`config.mk`:
```
export PLATFORM = sky130hd
export DESIGN_NAME = mem_io_top
export DESIGN_NICKNAME = d
export VERILOG_FILES = /design/src/core_types_pkg.sv /design/src/mem_map_pkg.sv /design/src/clint_timer.sv /design/src/mem_io_router.sv /design/src/mem_io_top.sv
export VERILOG_INCLUDE_DIRS = /design/src
export SDC_FILE = /design/constraint.sdc
export NUM_CORES = 1
export LEC_CHECK = 0
export BUFFER_PORTS_ARGS = -buffer_cell sky130_fd_sc_hd__buf_2
export CAP_MARGIN = 10
export CORE_ASPECT_RATIO = 0.6
export CORE_UTILIZATION = 55
export CTS_BUF_LIST = sky130_fd_sc_hd__clkbuf_8
export DETAILED_ROUTE_END_ITERATION = 8
export GPL_ROUTABILITY_DRIVEN = 0
export GPL_TIMING_DRIVEN = 0
export PLACE_DENSITY = 0.84
export REMOVE_ABC_BUFFERS = 1
export SYNTH_ARGS = -nofsm -noshare
export SYNTH_HDL_FRONTEND = slang
export SYNTH_SLANG_ARGS = --single-unit
```
`constraint.sdc`:
```
create_clock -name clk_in -period 2.7 [get_ports clk_in]
set_input_delay 0.54 -clock clk_in [delete_from_list [all_inputs] [get_ports clk_in]]
set_output_delay 0.54 -clock clk_in [all_outputs]
set_load 0.005 [all_outputs]
```
`src/io_macros.svh`:
```
// --------------------------------------
// Address map and data width macros
// --------------------------------------
`ifndef IO_MACROS_SVH
`define IO_MACROS_SVH

// RV32 widths
`define XLEN              32
`define ADDR_W            32

// --------------------------------------
// Internal register window
// --------------------------------------
`define MMR_BASE          32'hFFFF_FF00        // 256 byte window up to the top of memory
`define MMR_WIN_W         8                    // Offset bits inside the window

// Register offsets within the window
`define MSIP_OFS          8'h00
`define MTIME_LO_OFS      8'h08
`define MTIME_HI_OFS      8'h0C
`define MTIMECMP_LO_OFS   8'h10
`define MTIMECMP_HI_OFS   8'h14

// --------------------------------------
// External I/O range
// --------------------------------------
`define EXT_IO_LO         32'hFFFF_0000
`define EXT_IO_HI         32'hFFFF_FEFF        // Stops just below the register window

`endif

```
`src/core_types_pkg.sv`:
```
// --------------------------------------
// Core word types, access size and privilege mode
// --------------------------------------
`default_nettype none

`include "io_macros.svh"

package core_types_pkg;

   // Plain vectors with a meaning
   typedef logic [`XLEN-1:0]   data_t;             // One register-sized data word
   typedef logic [`ADDR_W-1:0] addr_t;             // Byte address
   typedef logic [2*`XLEN-1:0] dword_t;            // 64 bit timer value

   // Load/store size in bytes
   typedef enum logic [2:0] {
      size_byte = 3'd1,
      size_half = 3'd2,
      size_word = 3'd4
   } ls_size_t;

   // Current privilege level of the core
   // Encoding follows the mstatus MPP field
   typedef enum logic [1:0] {
      mode_user    = 2'd0,
      mode_super   = 2'd1,
      mode_machine = 2'd3
   } priv_mode_t;

endpackage

`default_nettype wire

```
`src/mem_map_pkg.sv`:
```
// --------------------------------------
// Access target and timer register select
// --------------------------------------
`default_nettype none

package mem_map_pkg;

   // Where a load/store ends up
   typedef enum logic [1:0] {
      tgt_dcache,                                  // Everything not claimed below
      tgt_ext_io,                                  // External I/O port
      tgt_mmr                                      // Internal timer registers
   } target_t;

   // Register picked inside the internal window
   typedef enum logic [2:0] {
      sel_none,                                    // Unmapped offset, reads zero
      sel_msip,
      sel_mtime_lo,
      sel_mtime_hi,
      sel_mtimecmp_lo,
      sel_mtimecmp_hi
   } mmr_sel_t;

endpackage

`default_nettype wire

```
`src/clint_timer.sv`:
```
// --------------------------------------
// Machine timer block with msip, mtime, mtimecmp
// --------------------------------------
`timescale 1ns/1ps
`default_nettype none

`include "io_macros.svh"

module clint_timer (
   input  logic                   clk_in,
   input  logic                   rst_n,

   // Write strobes from the router, one cycle each
   input  logic                   msip_wr,
   input  logic                   mtime_lo_wr,
   input  logic                   mtime_hi_wr,
   input  logic                   mtimecmp_lo_wr,
   input  logic                   mtimecmp_hi_wr,
   input  core_types_pkg::data_t  mmr_wr_data,

   // Register contents
   output core_types_pkg::dword_t mtime,
   output core_types_pkg::dword_t mtimecmp,
   output logic                   msip_bit,

   // Interrupt levels
   output logic                   time_irq,
   output logic                   sw_irq
);
   import core_types_pkg::*;

   dword_t mtime_nxt;                              // Next mtime value

   // --------------------------------------
   // Free running mtime
   // --------------------------------------
   always_comb begin
      mtime_nxt = mtime + 64'd1;                   // Counts every clock
      if (mtime_lo_wr) begin
         mtime_nxt[`XLEN-1:0] = mmr_wr_data;       // Write wins over the increment
      end
      if (mtime_hi_wr) begin
         mtime_nxt[2*`XLEN-1:`XLEN] = mmr_wr_data;
      end
   end

   always_ff @(posedge clk_in or negedge rst_n) begin
      if (!rst_n) begin
         mtime <= '0;
      end else begin
         mtime <= mtime_nxt;
      end
   end

   // --------------------------------------
   // Compare value and soft interrupt bit
   // --------------------------------------
   always_ff @(posedge clk_in or negedge rst_n) begin
      if (!rst_n) begin
         mtimecmp <= '1;                           // Max value keeps the timer irq quiet
         msip_bit <= 1'b0;
      end else begin
         if (mtimecmp_lo_wr) begin
            mtimecmp[`XLEN-1:0] <= mmr_wr_data;
         end
         if (mtimecmp_hi_wr) begin
            mtimecmp[2*`XLEN-1:`XLEN] <= mmr_wr_data;
         end
         if (msip_wr) begin
            msip_bit <= mmr_wr_data[0];            // Only bit 0 is implemented
         end
      end
   end

   // Interrupt levels straight from the registers
   assign time_irq = (mtime >= mtimecmp);          // Unsigned 64 bit compare
   assign sw_irq   = msip_bit;

endmodule

`default_nettype wire

```
`src/mem_io_router.sv`:
```
// --------------------------------------
// Load/store router to data cache, I/O and timer registers
// --------------------------------------
`timescale 1ns/1ps
`default_nettype none

`include "io_macros.svh"

module mem_io_router (
   input  logic                       clk_in,
   input  logic                       rst_n,
   input  core_types_pkg::priv_mode_t mode,

   // Request from the memory stage, held until acked
   input  logic                       mio_req,
   input  logic                       mio_rd,
   input  logic                       mio_wr,
   input  logic                       mio_zero_ext,
   input  core_types_pkg::addr_t      mio_addr,
   input  core_types_pkg::data_t      mio_wr_data,
   input  core_types_pkg::ls_size_t   mio_size,
   output logic                       mio_ack,
   output logic                       mio_ack_fault,
   output core_types_pkg::data_t      mio_rd_data,

   // L1 data cache
   output logic                       dc_req,
   output logic                       dc_rd,
   output logic                       dc_wr,
   output logic                       dc_zero_ext,
   output core_types_pkg::addr_t      dc_rw_addr,
   output core_types_pkg::data_t      dc_wr_data,
   output core_types_pkg::ls_size_t   dc_size,
   input  logic                       dc_ack,
   input  core_types_pkg::data_t      dc_ack_data,

   // External I/O
   output logic                       io_req,
   output logic                       io_rd,
   output logic                       io_wr,
   output core_types_pkg::addr_t      io_addr,
   output core_types_pkg::data_t      io_wr_data,
   input  logic                       io_ack,
   input  logic                       io_ack_fault,
   input  core_types_pkg::data_t      io_rd_data,

   // Timer block
   output logic                       msip_wr,
   output logic                       mtime_lo_wr,
   output logic                       mtime_hi_wr,
   output logic                       mtimecmp_lo_wr,
   output logic                       mtimecmp_hi_wr,
   output core_types_pkg::data_t      mmr_wr_data,
   input  core_types_pkg::dword_t     mtime,
   input  core_types_pkg::dword_t     mtimecmp,
   input  logic                       msip_bit
);
   import core_types_pkg::*;
   import mem_map_pkg::*;

   target_t  tgt;                                  // Decoded destination
   mmr_sel_t mmr_sel;                              // Decoded timer register
   logic     mmr_start;                            // First cycle of a register access
   logic     mmr_user;                             // Register access from user mode
   logic     mmr_wr_ok;                            // Register write allowed
   logic     mmr_pend;                             // Access taken, waiting for req to drop
   logic     mmr_ack;
   logic     mmr_fault;
   data_t    mmr_rd_nxt;                           // Register contents selected this cycle
   data_t    mmr_rd_data;                          // Registered read data

   // --------------------------------------
   // Address decode
   // --------------------------------------
   always_comb begin
      if (mio_addr >= `MMR_BASE) begin            // Window runs to the top of memory
         tgt = tgt_mmr;
      end else if ((mio_addr >= `EXT_IO_LO) && (mio_addr <= `EXT_IO_HI)) begin
         tgt = tgt_ext_io;
      end else begin
         tgt = tgt_dcache;
      end
   end

   always_comb begin
      case (mio_addr[`MMR_WIN_W-1:0])
         `MSIP_OFS:        mmr_sel = sel_msip;
         `MTIME_LO_OFS:    mmr_sel = sel_mtime_lo;
         `MTIME_HI_OFS:    mmr_sel = sel_mtime_hi;
         `MTIMECMP_LO_OFS: mmr_sel = sel_mtimecmp_lo;
         `MTIMECMP_HI_OFS: mmr_sel = sel_mtimecmp_hi;
         default:          mmr_sel = sel_none;     // Hole in the window
      endcase
   end

   // Cache and I/O see the request only when it is theirs
   assign dc_req      = mio_req & (tgt == tgt_dcache);
   assign dc_rw_addr  = mio_addr;
   assign dc_rd       = mio_rd;
   assign dc_wr       = mio_wr;
   assign dc_wr_data  = mio_wr_data;
   assign dc_size     = mio_size;
   assign dc_zero_ext = mio_zero_ext;

   assign io_req      = mio_req & (tgt == tgt_ext_io);
   assign io_addr     = mio_addr;
   assign io_rd       = mio_rd;
   assign io_wr       = mio_wr;
   assign io_wr_data  = mio_wr_data;

   // --------------------------------------
   // Internal register access
   // --------------------------------------
   assign mmr_start = mio_req & (tgt == tgt_mmr) & ~mmr_pend;   // Accept once
   assign mmr_user  = (mode == mode_user);
   assign mmr_wr_ok = mmr_start & mio_wr & ~mmr_user;          // User writes are dropped

   // One-cycle strobes toward the timer block
   assign msip_wr        = mmr_wr_ok & (mmr_sel == sel_msip);
   assign mtime_lo_wr    = mmr_wr_ok & (mmr_sel == sel_mtime_lo);
   assign mtime_hi_wr    = mmr_wr_ok & (mmr_sel == sel_mtime_hi);
   assign mtimecmp_lo_wr = mmr_wr_ok & (mmr_sel == sel_mtimecmp_lo);
   assign mtimecmp_hi_wr = mmr_wr_ok & (mmr_sel == sel_mtimecmp_hi);
   assign mmr_wr_data    = mio_wr_data;

   always_comb begin
      case (mmr_sel)
         sel_msip:        mmr_rd_nxt = {{(`XLEN-1){1'b0}}, msip_bit};
         sel_mtime_lo:    mmr_rd_nxt = mtime[`XLEN-1:0];
         sel_mtime_hi:    mmr_rd_nxt = mtime[2*`XLEN-1:`XLEN];
         sel_mtimecmp_lo: mmr_rd_nxt = mtimecmp[`XLEN-1:0];
         sel_mtimecmp_hi: mmr_rd_nxt = mtimecmp[2*`XLEN-1:`XLEN];
         default:         mmr_rd_nxt = '0;
      endcase
   end

   // Ack one cycle after the first request cycle
   always_ff @(posedge clk_in or negedge rst_n) begin
      if (!rst_n) begin
         mmr_pend  <= 1'b0;
         mmr_ack   <= 1'b0;
         mmr_fault <= 1'b0;
      end else begin
         mmr_ack   <= mmr_start;
         mmr_fault <= mmr_start & mmr_user;
         if (mmr_start) begin
            mmr_pend <= 1'b1;
         end else if (!mio_req) begin
            mmr_pend <= 1'b0;                      // Requester let go after the ack
         end
      end
   end

   always_ff @(posedge clk_in) begin
      if (mmr_start) begin
         mmr_rd_data <= (mio_rd && !mmr_user) ? mmr_rd_nxt : '0;
      end
   end

   // --------------------------------------
   // Response mux back to the requester
   // --------------------------------------
   always_comb begin
      case (tgt)
         tgt_ext_io: begin
            mio_ack       = io_ack;
            mio_ack_fault = io_ack_fault;
            mio_rd_data   = io_rd_data;
         end
         tgt_mmr: begin
            mio_ack       = mmr_ack;
            mio_ack_fault = mmr_fault;
            mio_rd_data   = mmr_rd_data;
         end
         default: begin                            // Data cache never faults
            mio_ack       = dc_ack;
            mio_ack_fault = 1'b0;
            mio_rd_data   = dc_ack_data;
         end
      endcase
   end

endmodule

`default_nettype wire

```
`src/mem_io_top.sv`:
```
// --------------------------------------
// Memory and I/O side top with router and timer
// --------------------------------------
`timescale 1ns/1ps
`default_nettype none

module mem_io_top (
   input  logic                       clk_in,
   input  logic                       rst_n,
   input  core_types_pkg::priv_mode_t mode,          // Current privilege level

   // Memory stage request
   input  logic                       mio_req,
   input  logic                       mio_rd,
   input  logic                       mio_wr,
   input  logic                       mio_zero_ext,
   input  core_types_pkg::addr_t      mio_addr,
   input  core_types_pkg::data_t      mio_wr_data,
   input  core_types_pkg::ls_size_t   mio_size,
   output logic                       mio_ack,
   output logic                       mio_ack_fault,
   output core_types_pkg::data_t      mio_rd_data,

   // L1 data cache
   output logic                       dc_req,
   output logic                       dc_rd,
   output logic                       dc_wr,
   output logic                       dc_zero_ext,
   output core_types_pkg::addr_t      dc_rw_addr,
   output core_types_pkg::data_t      dc_wr_data,
   output core_types_pkg::ls_size_t   dc_size,
   input  logic                       dc_ack,
   input  core_types_pkg::data_t      dc_ack_data,

   // External I/O
   output logic                       io_req,
   output logic                       io_rd,
   output logic                       io_wr,
   output core_types_pkg::addr_t      io_addr,
   output core_types_pkg::data_t      io_wr_data,
   input  logic                       io_ack,
   input  logic                       io_ack_fault,
   input  core_types_pkg::data_t      io_rd_data,

   // Interrupts toward the core
   output logic                       time_irq,
   output logic                       sw_irq
);
   import core_types_pkg::*;

   // --------------------------------------
   // Router to timer wiring
   // --------------------------------------
   logic   msip_wr;
   logic   mtime_lo_wr;
   logic   mtime_hi_wr;
   logic   mtimecmp_lo_wr;
   logic   mtimecmp_hi_wr;
   data_t  mmr_wr_data;                            // Shared write data for all strobes
   dword_t mtime;
   dword_t mtimecmp;
   logic   msip_bit;

   mem_io_router ROUTER (
      .clk_in(clk_in), .rst_n(rst_n), .mode(mode),
      .mio_req(mio_req), .mio_rd(mio_rd), .mio_wr(mio_wr), .mio_zero_ext(mio_zero_ext),
      .mio_addr(mio_addr), .mio_wr_data(mio_wr_data), .mio_size(mio_size),
      .mio_ack(mio_ack), .mio_ack_fault(mio_ack_fault), .mio_rd_data(mio_rd_data),
      .dc_req(dc_req), .dc_rd(dc_rd), .dc_wr(dc_wr), .dc_zero_ext(dc_zero_ext),
      .dc_rw_addr(dc_rw_addr), .dc_wr_data(dc_wr_data), .dc_size(dc_size),
      .dc_ack(dc_ack), .dc_ack_data(dc_ack_data),
      .io_req(io_req), .io_rd(io_rd), .io_wr(io_wr), .io_addr(io_addr),
      .io_wr_data(io_wr_data), .io_ack(io_ack), .io_ack_fault(io_ack_fault),
      .io_rd_data(io_rd_data),
      .msip_wr(msip_wr), .mtime_lo_wr(mtime_lo_wr), .mtime_hi_wr(mtime_hi_wr),
      .mtimecmp_lo_wr(mtimecmp_lo_wr), .mtimecmp_hi_wr(mtimecmp_hi_wr),
      .mmr_wr_data(mmr_wr_data),
      .mtime(mtime), .mtimecmp(mtimecmp), .msip_bit(msip_bit)    // Read path
   );

   // Timer registers and interrupt levels
   clint_timer CLINT (
      .clk_in(clk_in), .rst_n(rst_n),
      .msip_wr(msip_wr), .mtime_lo_wr(mtime_lo_wr), .mtime_hi_wr(mtime_hi_wr),
      .mtimecmp_lo_wr(mtimecmp_lo_wr), .mtimecmp_hi_wr(mtimecmp_hi_wr),
      .mmr_wr_data(mmr_wr_data),
      .mtime(mtime), .mtimecmp(mtimecmp), .msip_bit(msip_bit),
      .time_irq(time_irq), .sw_irq(sw_irq)
   );

endmodule

`default_nettype wire

```
-- Word level (Yosys, flattened, before mapping)
Cells that the tools add are included.
Widths: inputs -> output; s select.
- register bits: 164
- latch bits: 0
- memory bits (writable): 0
- ROM bits: 0
- output and inout port bits: 174
- logic and storage cells: 56
- memories kept: 0
- $add $sub $neg: 1
- multiply operators: 0
- divide/modulo/power cells: 0
- magnitude comparators: 4
- equal/unequal tests: 12
- shift operators: 0
- multiplexer cells: 11
- bitwise operators: 14
- reduce and logical (&&, ||, !) cells: 6
- operators with widths (cell ; count):
    $pmux 32 s5 ; 1
    $add 64x1->64 const B ; 1
    $ge 32x32->1 const B ; 2
    $ge 64x64->1 ; 1
    $mux 32 ; 2
    $pmux 32 s2 ; 1
    $le 32x32->1 const B ; 1
    $eq 8x4->1 const B ; 2
    $eq 8x5->1 const B ; 2
    $pmux 3 s5 ; 1
    $and 1x1->1 ; 12
    $logic_not 8->1 ; 1
    $eq 3x2->1 const B ; 2
    $eq 3x3->1 const B ; 2
    $logic_not 2->1 ; 2
    $pmux 1 s2 ; 2
    $eq 3x1->1 const B ; 1
    $mux 1 ; 3
    $eq 2x1->1 const B ; 1
    $eq 2x2->1 const B ; 1
    $logic_and 1x1->1 ; 2
    $mux 2 ; 1
    $ne 2x1->1 const B ; 1
    $not 1->1 ; 2
    $logic_not 1->1 ; 1

-- Longest topological paths before layout
- word-level depth: 11
- gate-level depth with buffers: 9
- mapped depth without buffers: 8

-- Modules after synthesis
From an unflattened synthesis, not the netlist that was laid out.
- cell total of the unflattened synthesis: 1333
- area total of the unflattened synthesis: 11827.6 sq um
- modules (own cells, without submodules) (module ; times used ; cells an instance ; area each (sq um) ; sequential area each (sq um)):
    clint_timer ; 1 ; 831 ; 7469.7 ; 3308.2
    mem_io_router ; 1 ; 502 ; 4357.9 ; 1036.0

-- Worst setup path before layout
OpenSTA, ideal clock, no wires.
- path kind: register to output
- start point: reg CLINT.mtimecmp[14]
- end point: out time_irq
- data arrival time: 1.954 ns
- path slack: 0.206 ns
- cell stages (with the launch flop): 9
- buffers on the path: 0
- cells stage by stage: dfstp_2 inv_1 ha_1 a21oi_1 nand2_1 a221o_1 or3_1 a211oi_1 o21ai_0
- word-level cells in the longest chain between the ends: 1
- RTL lines (element ; RTL line ; source):
    start: declaration ; clint_timer.sv:23 ; output core_types_pkg::dword_t mtimecmp,
    start signal: indexed assignment ; clint_timer.sv:64 ; mtimecmp[`XLEN-1:0] <= mmr_wr_data;
    start signal: indexed assignment ; clint_timer.sv:67 ; mtimecmp[2*`XLEN-1:`XLEN] <= mmr_wr_data;
    $ge 64x64->1 ; clint_timer.sv:76 ; assign time_irq = (mtime >= mtimecmp);
    end: declaration ; mem_io_top.sv:46 ; output logic time_irq,
No other way between the ends.

-- Worst setup path in the final report
- start point: reg CLINT.mtimecmp[7]
- end point: out time_irq
The elaborated chain is that of the path after synthesis.

==> run metrics <==
run status complete, but fails checks; failing checks negative setup slack; kind of cell with the highest combined delay on the critical path compound AO/OA/AOI/OAI gates; First DRT Iteration DRCs 1,296; synth top area cells dfrtp_1, dfstp_2, buf_4, edfxtp_1, ha_1; slowest library cell on the worst path dfstp_2; layout net count around 1.6k; number of setup violations in the final report 1; cells along the critical path inv_2, ha_4, a21oi_2, o21ai_2, a221o_1, or3_4, a211oi_4, o21ai_2, buf_2; Worst Hold Class in2reg; most common cell in the synthesized netlist a21oi_1; Post-synth top flop dfrtp_1; worst-case vdd ir drop 0.294 mV; clock tree from TritonCTS built; clock slew seen by the registers of the worst setup and hold paths about 0.080 ns; clock tree skew after final layout about 0.012 ns; Synth Area in Compound Gates around 11%; post-route standard cell area excluding fillers about 13,000 sq um; residual DRC count 0; Min Clock Period, post-route between 3 and 4 ns; vias per std cell roughly 6; Worst Path Class, Setup reg2out; power density over the cells 351 nW/um^2; share of cells above drive strength 1 ~40%; Post-DP HPWL ~25,000 um; Slew @ Worst Pin 1.14 ns; Setup TNS -0.629 ns; post-synthesis cell area between 10,000 and 15,000 sq um; share of synthesized cell area in full adder, half adder and majority cells roughly 7.2%; pin count of the biggest net entering global routing 93; Cells after DPL 1,612; worst rel slew slack about a quarter; max capacitance violation total 0; GRT overflow 0; post-detailed-placement cell area between 10,000 and 15,000 sq um; global-route wire length before repair 52,700 um; antenna violations before repair 0; proportion of synthesized chip area in sequential cells 38.5%; xor-xnor portion of the synthesized cell area under 10%; highest clock rate about 300 MHz; CTS root buf clkbuf_8; static leakage power between 5 and 6 nW; number of global-route vias before repair around 9.4k; category of the worst setup path capture point output port; area delta synth->final 15.7%; share of the clock period used by the worst path after layout 123%; combinational family with the most area after synthesis simple AND/OR/NAND/NOR gates; kind of launch point of the worst setup path flop; Syn Area/Cell approximately 9.4 sq um; setup repair after global routing missed its margin yes; critical path's largest stage delay about 0.55 ns; filler cell count in the final layout around 1.6k; post-synth top area cell dfrtp_1; overall routed net length between 30,000 and 40,000 um; number of antenna-violating nets in the routed design 0; Post-Synth Simple-Gate Area between 10% and 20%; data required time at the worst endpoint 2.16 ns; proportion of register bits with asynchronous set or reset after synthesis about four fifths; IO Port Bufs roughly 300; via count of the routed design ~10k; clock network latency to the later pin of the worst-skew pair 0.48 ns; synthesized netlist cell count about 1.2k; H-Tree Depth 4; largest fanout of any net on the critical path 3; number of synthesized register bits roughly 160; DIE WIDTH ~190 um; clock tree sinks 164; # rows 40; top post-synthesis cells by count a21oi_1, buf_4, nor2_1, nand2_1, inv_1; number of detailed-route iterations in the first pass 8; Overall Power between 4 and 5 mW; area share of the largest cell type after synthesis 15.1%; post-synthesis cell type count between 50 and 60; Finished Layout Cells about 1.7k; antenna cells 0; post-synthesis mux area share about a tenth; worst setup slack after layout -0.629 ns; Buf/Inv on CP 2; Routed wire per std cell 21.0 um; data arrival at the endpoint of the critical path 2.79 ns; TritonCTS Buffers 17; buffers from clock root to sink, at most 2; number of hold violations in the final report 0; Placeable Area 20,100 sq um; synth warn 0; area of the die ~21,000 sq um; number of flops mapped to enable cells by yosys 32; overall fraction of global-route tracks in use between 30 and 40%; max-slew violation count 0; Die Ht between 100 and 150 um; number of ports placed on the die boundary approximately 320; initial core utilization 56.2%; most used cell, CP o21ai_2
-- final timing paths --
path                              startpoint  depth (start not counted)                end  slack (ns)
max reg2reg                  CLINT.mtime[36]                          6    CLINT.mtime[51]        0.11
min in group asynchronous              rst_n                          2    CLINT.mtime[18]        0.53
min reg2reg                   CLINT.msip_bit                          1     CLINT.msip_bit        0.58
max in group asynchronous              rst_n                          3  CLINT.mtimecmp[4]        1.36
min                                  mode[0]                          2   ROUTER.mmr_fault        0.28
max                        CLINT.mtimecmp[7]                          9           time_irq       -0.63
-- cells by family after synthesis --
family                   after synthesis
AO/OA/AOI/OAI                        214
XOR/XNOR                              62
adder cells (fa/ha/maj)               65
buffers and inverters                263
flip-flops                           164
multiplexers                         100
AND/OR/NAND/NOR                      335
-- registers in the layout, indices dropped and copies added, names as in the netlist --
| signal | cells |
|---|---|
| CLINT.msip_bit | 1 |
| ROUTER.mmr_ack | 1 |
| ROUTER.mmr_fault | 1 |
| CLINT.mtime | 64 |
| ROUTER.mmr_rd_data | 32 |
| ROUTER.mmr_pend | 1 |
| CLINT.mtimecmp | 64 |
-- metal layers --
| metal | up-vias | GRT usage (%) | wire (um) |
|---|---|---|---|
| met1 | 4806 | 44.4 | 14100 |
| li1 | 4470 | - | - |
| met2 | 647 | 50.9 | 15900 |
| met4 | 0 | 12.9 | 1180 |
| met3 | 99 | 7.79 | 3750 |
| met5 | - | 0 | 0 |
-- through the flow --
stage	setup slack [ns]	util, %	hold WS [ns]
2_1_floorplan	-2.43	-	0.244
3_3_place_gp	-6.86	59.4	0.518
3_5_place_dp	-0.897	61.0	0.477
4_1_cts	-0.606	64.6	0.276
5_1_grt	-0.686	65.0	0.285
6_report	-0.629	65.0	0.281
-- area by class of cell --
class	instances	area, sq um	area share [%]
inverters	76	285	2.19
clock buffers	17	234	1.79
repair buffers	345	1980	15.2
clock inverters	15	103	0.786
multi-input cells	778	5760	44.1
flip-flops and latches	164	4350	33.3
well taps	273	342	2.62
-- layout by cell type, fill, tap and decap left out, types with 4 or more instances in the layout --
master      synthesis  routed
nor2_1            127     123
a222oi_1           32      32
nand2_1            78      74
and4_1              8       7
mux2i_1            34      34
xnor2_1            41      41
nand3_1            32      32
ha_4                0       8
buf_12              0       5
nor4_4              3       6
o21ai_0            11       8
mux2_2             63      63
a21oi_1           151     147
dfstp_2            64      64
nor4_2              4       4
nand4_1            23      23
clkinv_2            0       4
a21o_1              4       4
inv_1              76      77
nor4_1              9       6
edfxtp_1           32      32
buf_2               8     306
xor2_1             21      21
buf_4             137      24
clkinvlp_4          0       4
clkbuf_8            0      17
a211oi_1            5       4
dfrtp_1            68      67
nor3_1             15      15
ha_1               65      56
nor3_2              8       7
and3_1              8       8
-- power by group --
part | internal [mW] | switching [mW] | leakage (nW) | total, mW
Sequential | 2.52 | 0.000000500 | 1.84 | 2.52
Clock | 0.699 | 0.937 | 0.177 | 1.64
Combinational | 0.186 | 0.245 | 3.58 | 0.431
-- what timing repair did --
item | in CTS | in global routing
pin swaps | 25 | 8
hold endpoints to repair | 15 | 0
hold buffers | 1 | 0
gates cloned | 2 | 0
setup buffers | 17 | 4
setup endpoints to repair | 135 | 59
gates resized for setup | 36 | 12
(Power assumes the default switching activity.)
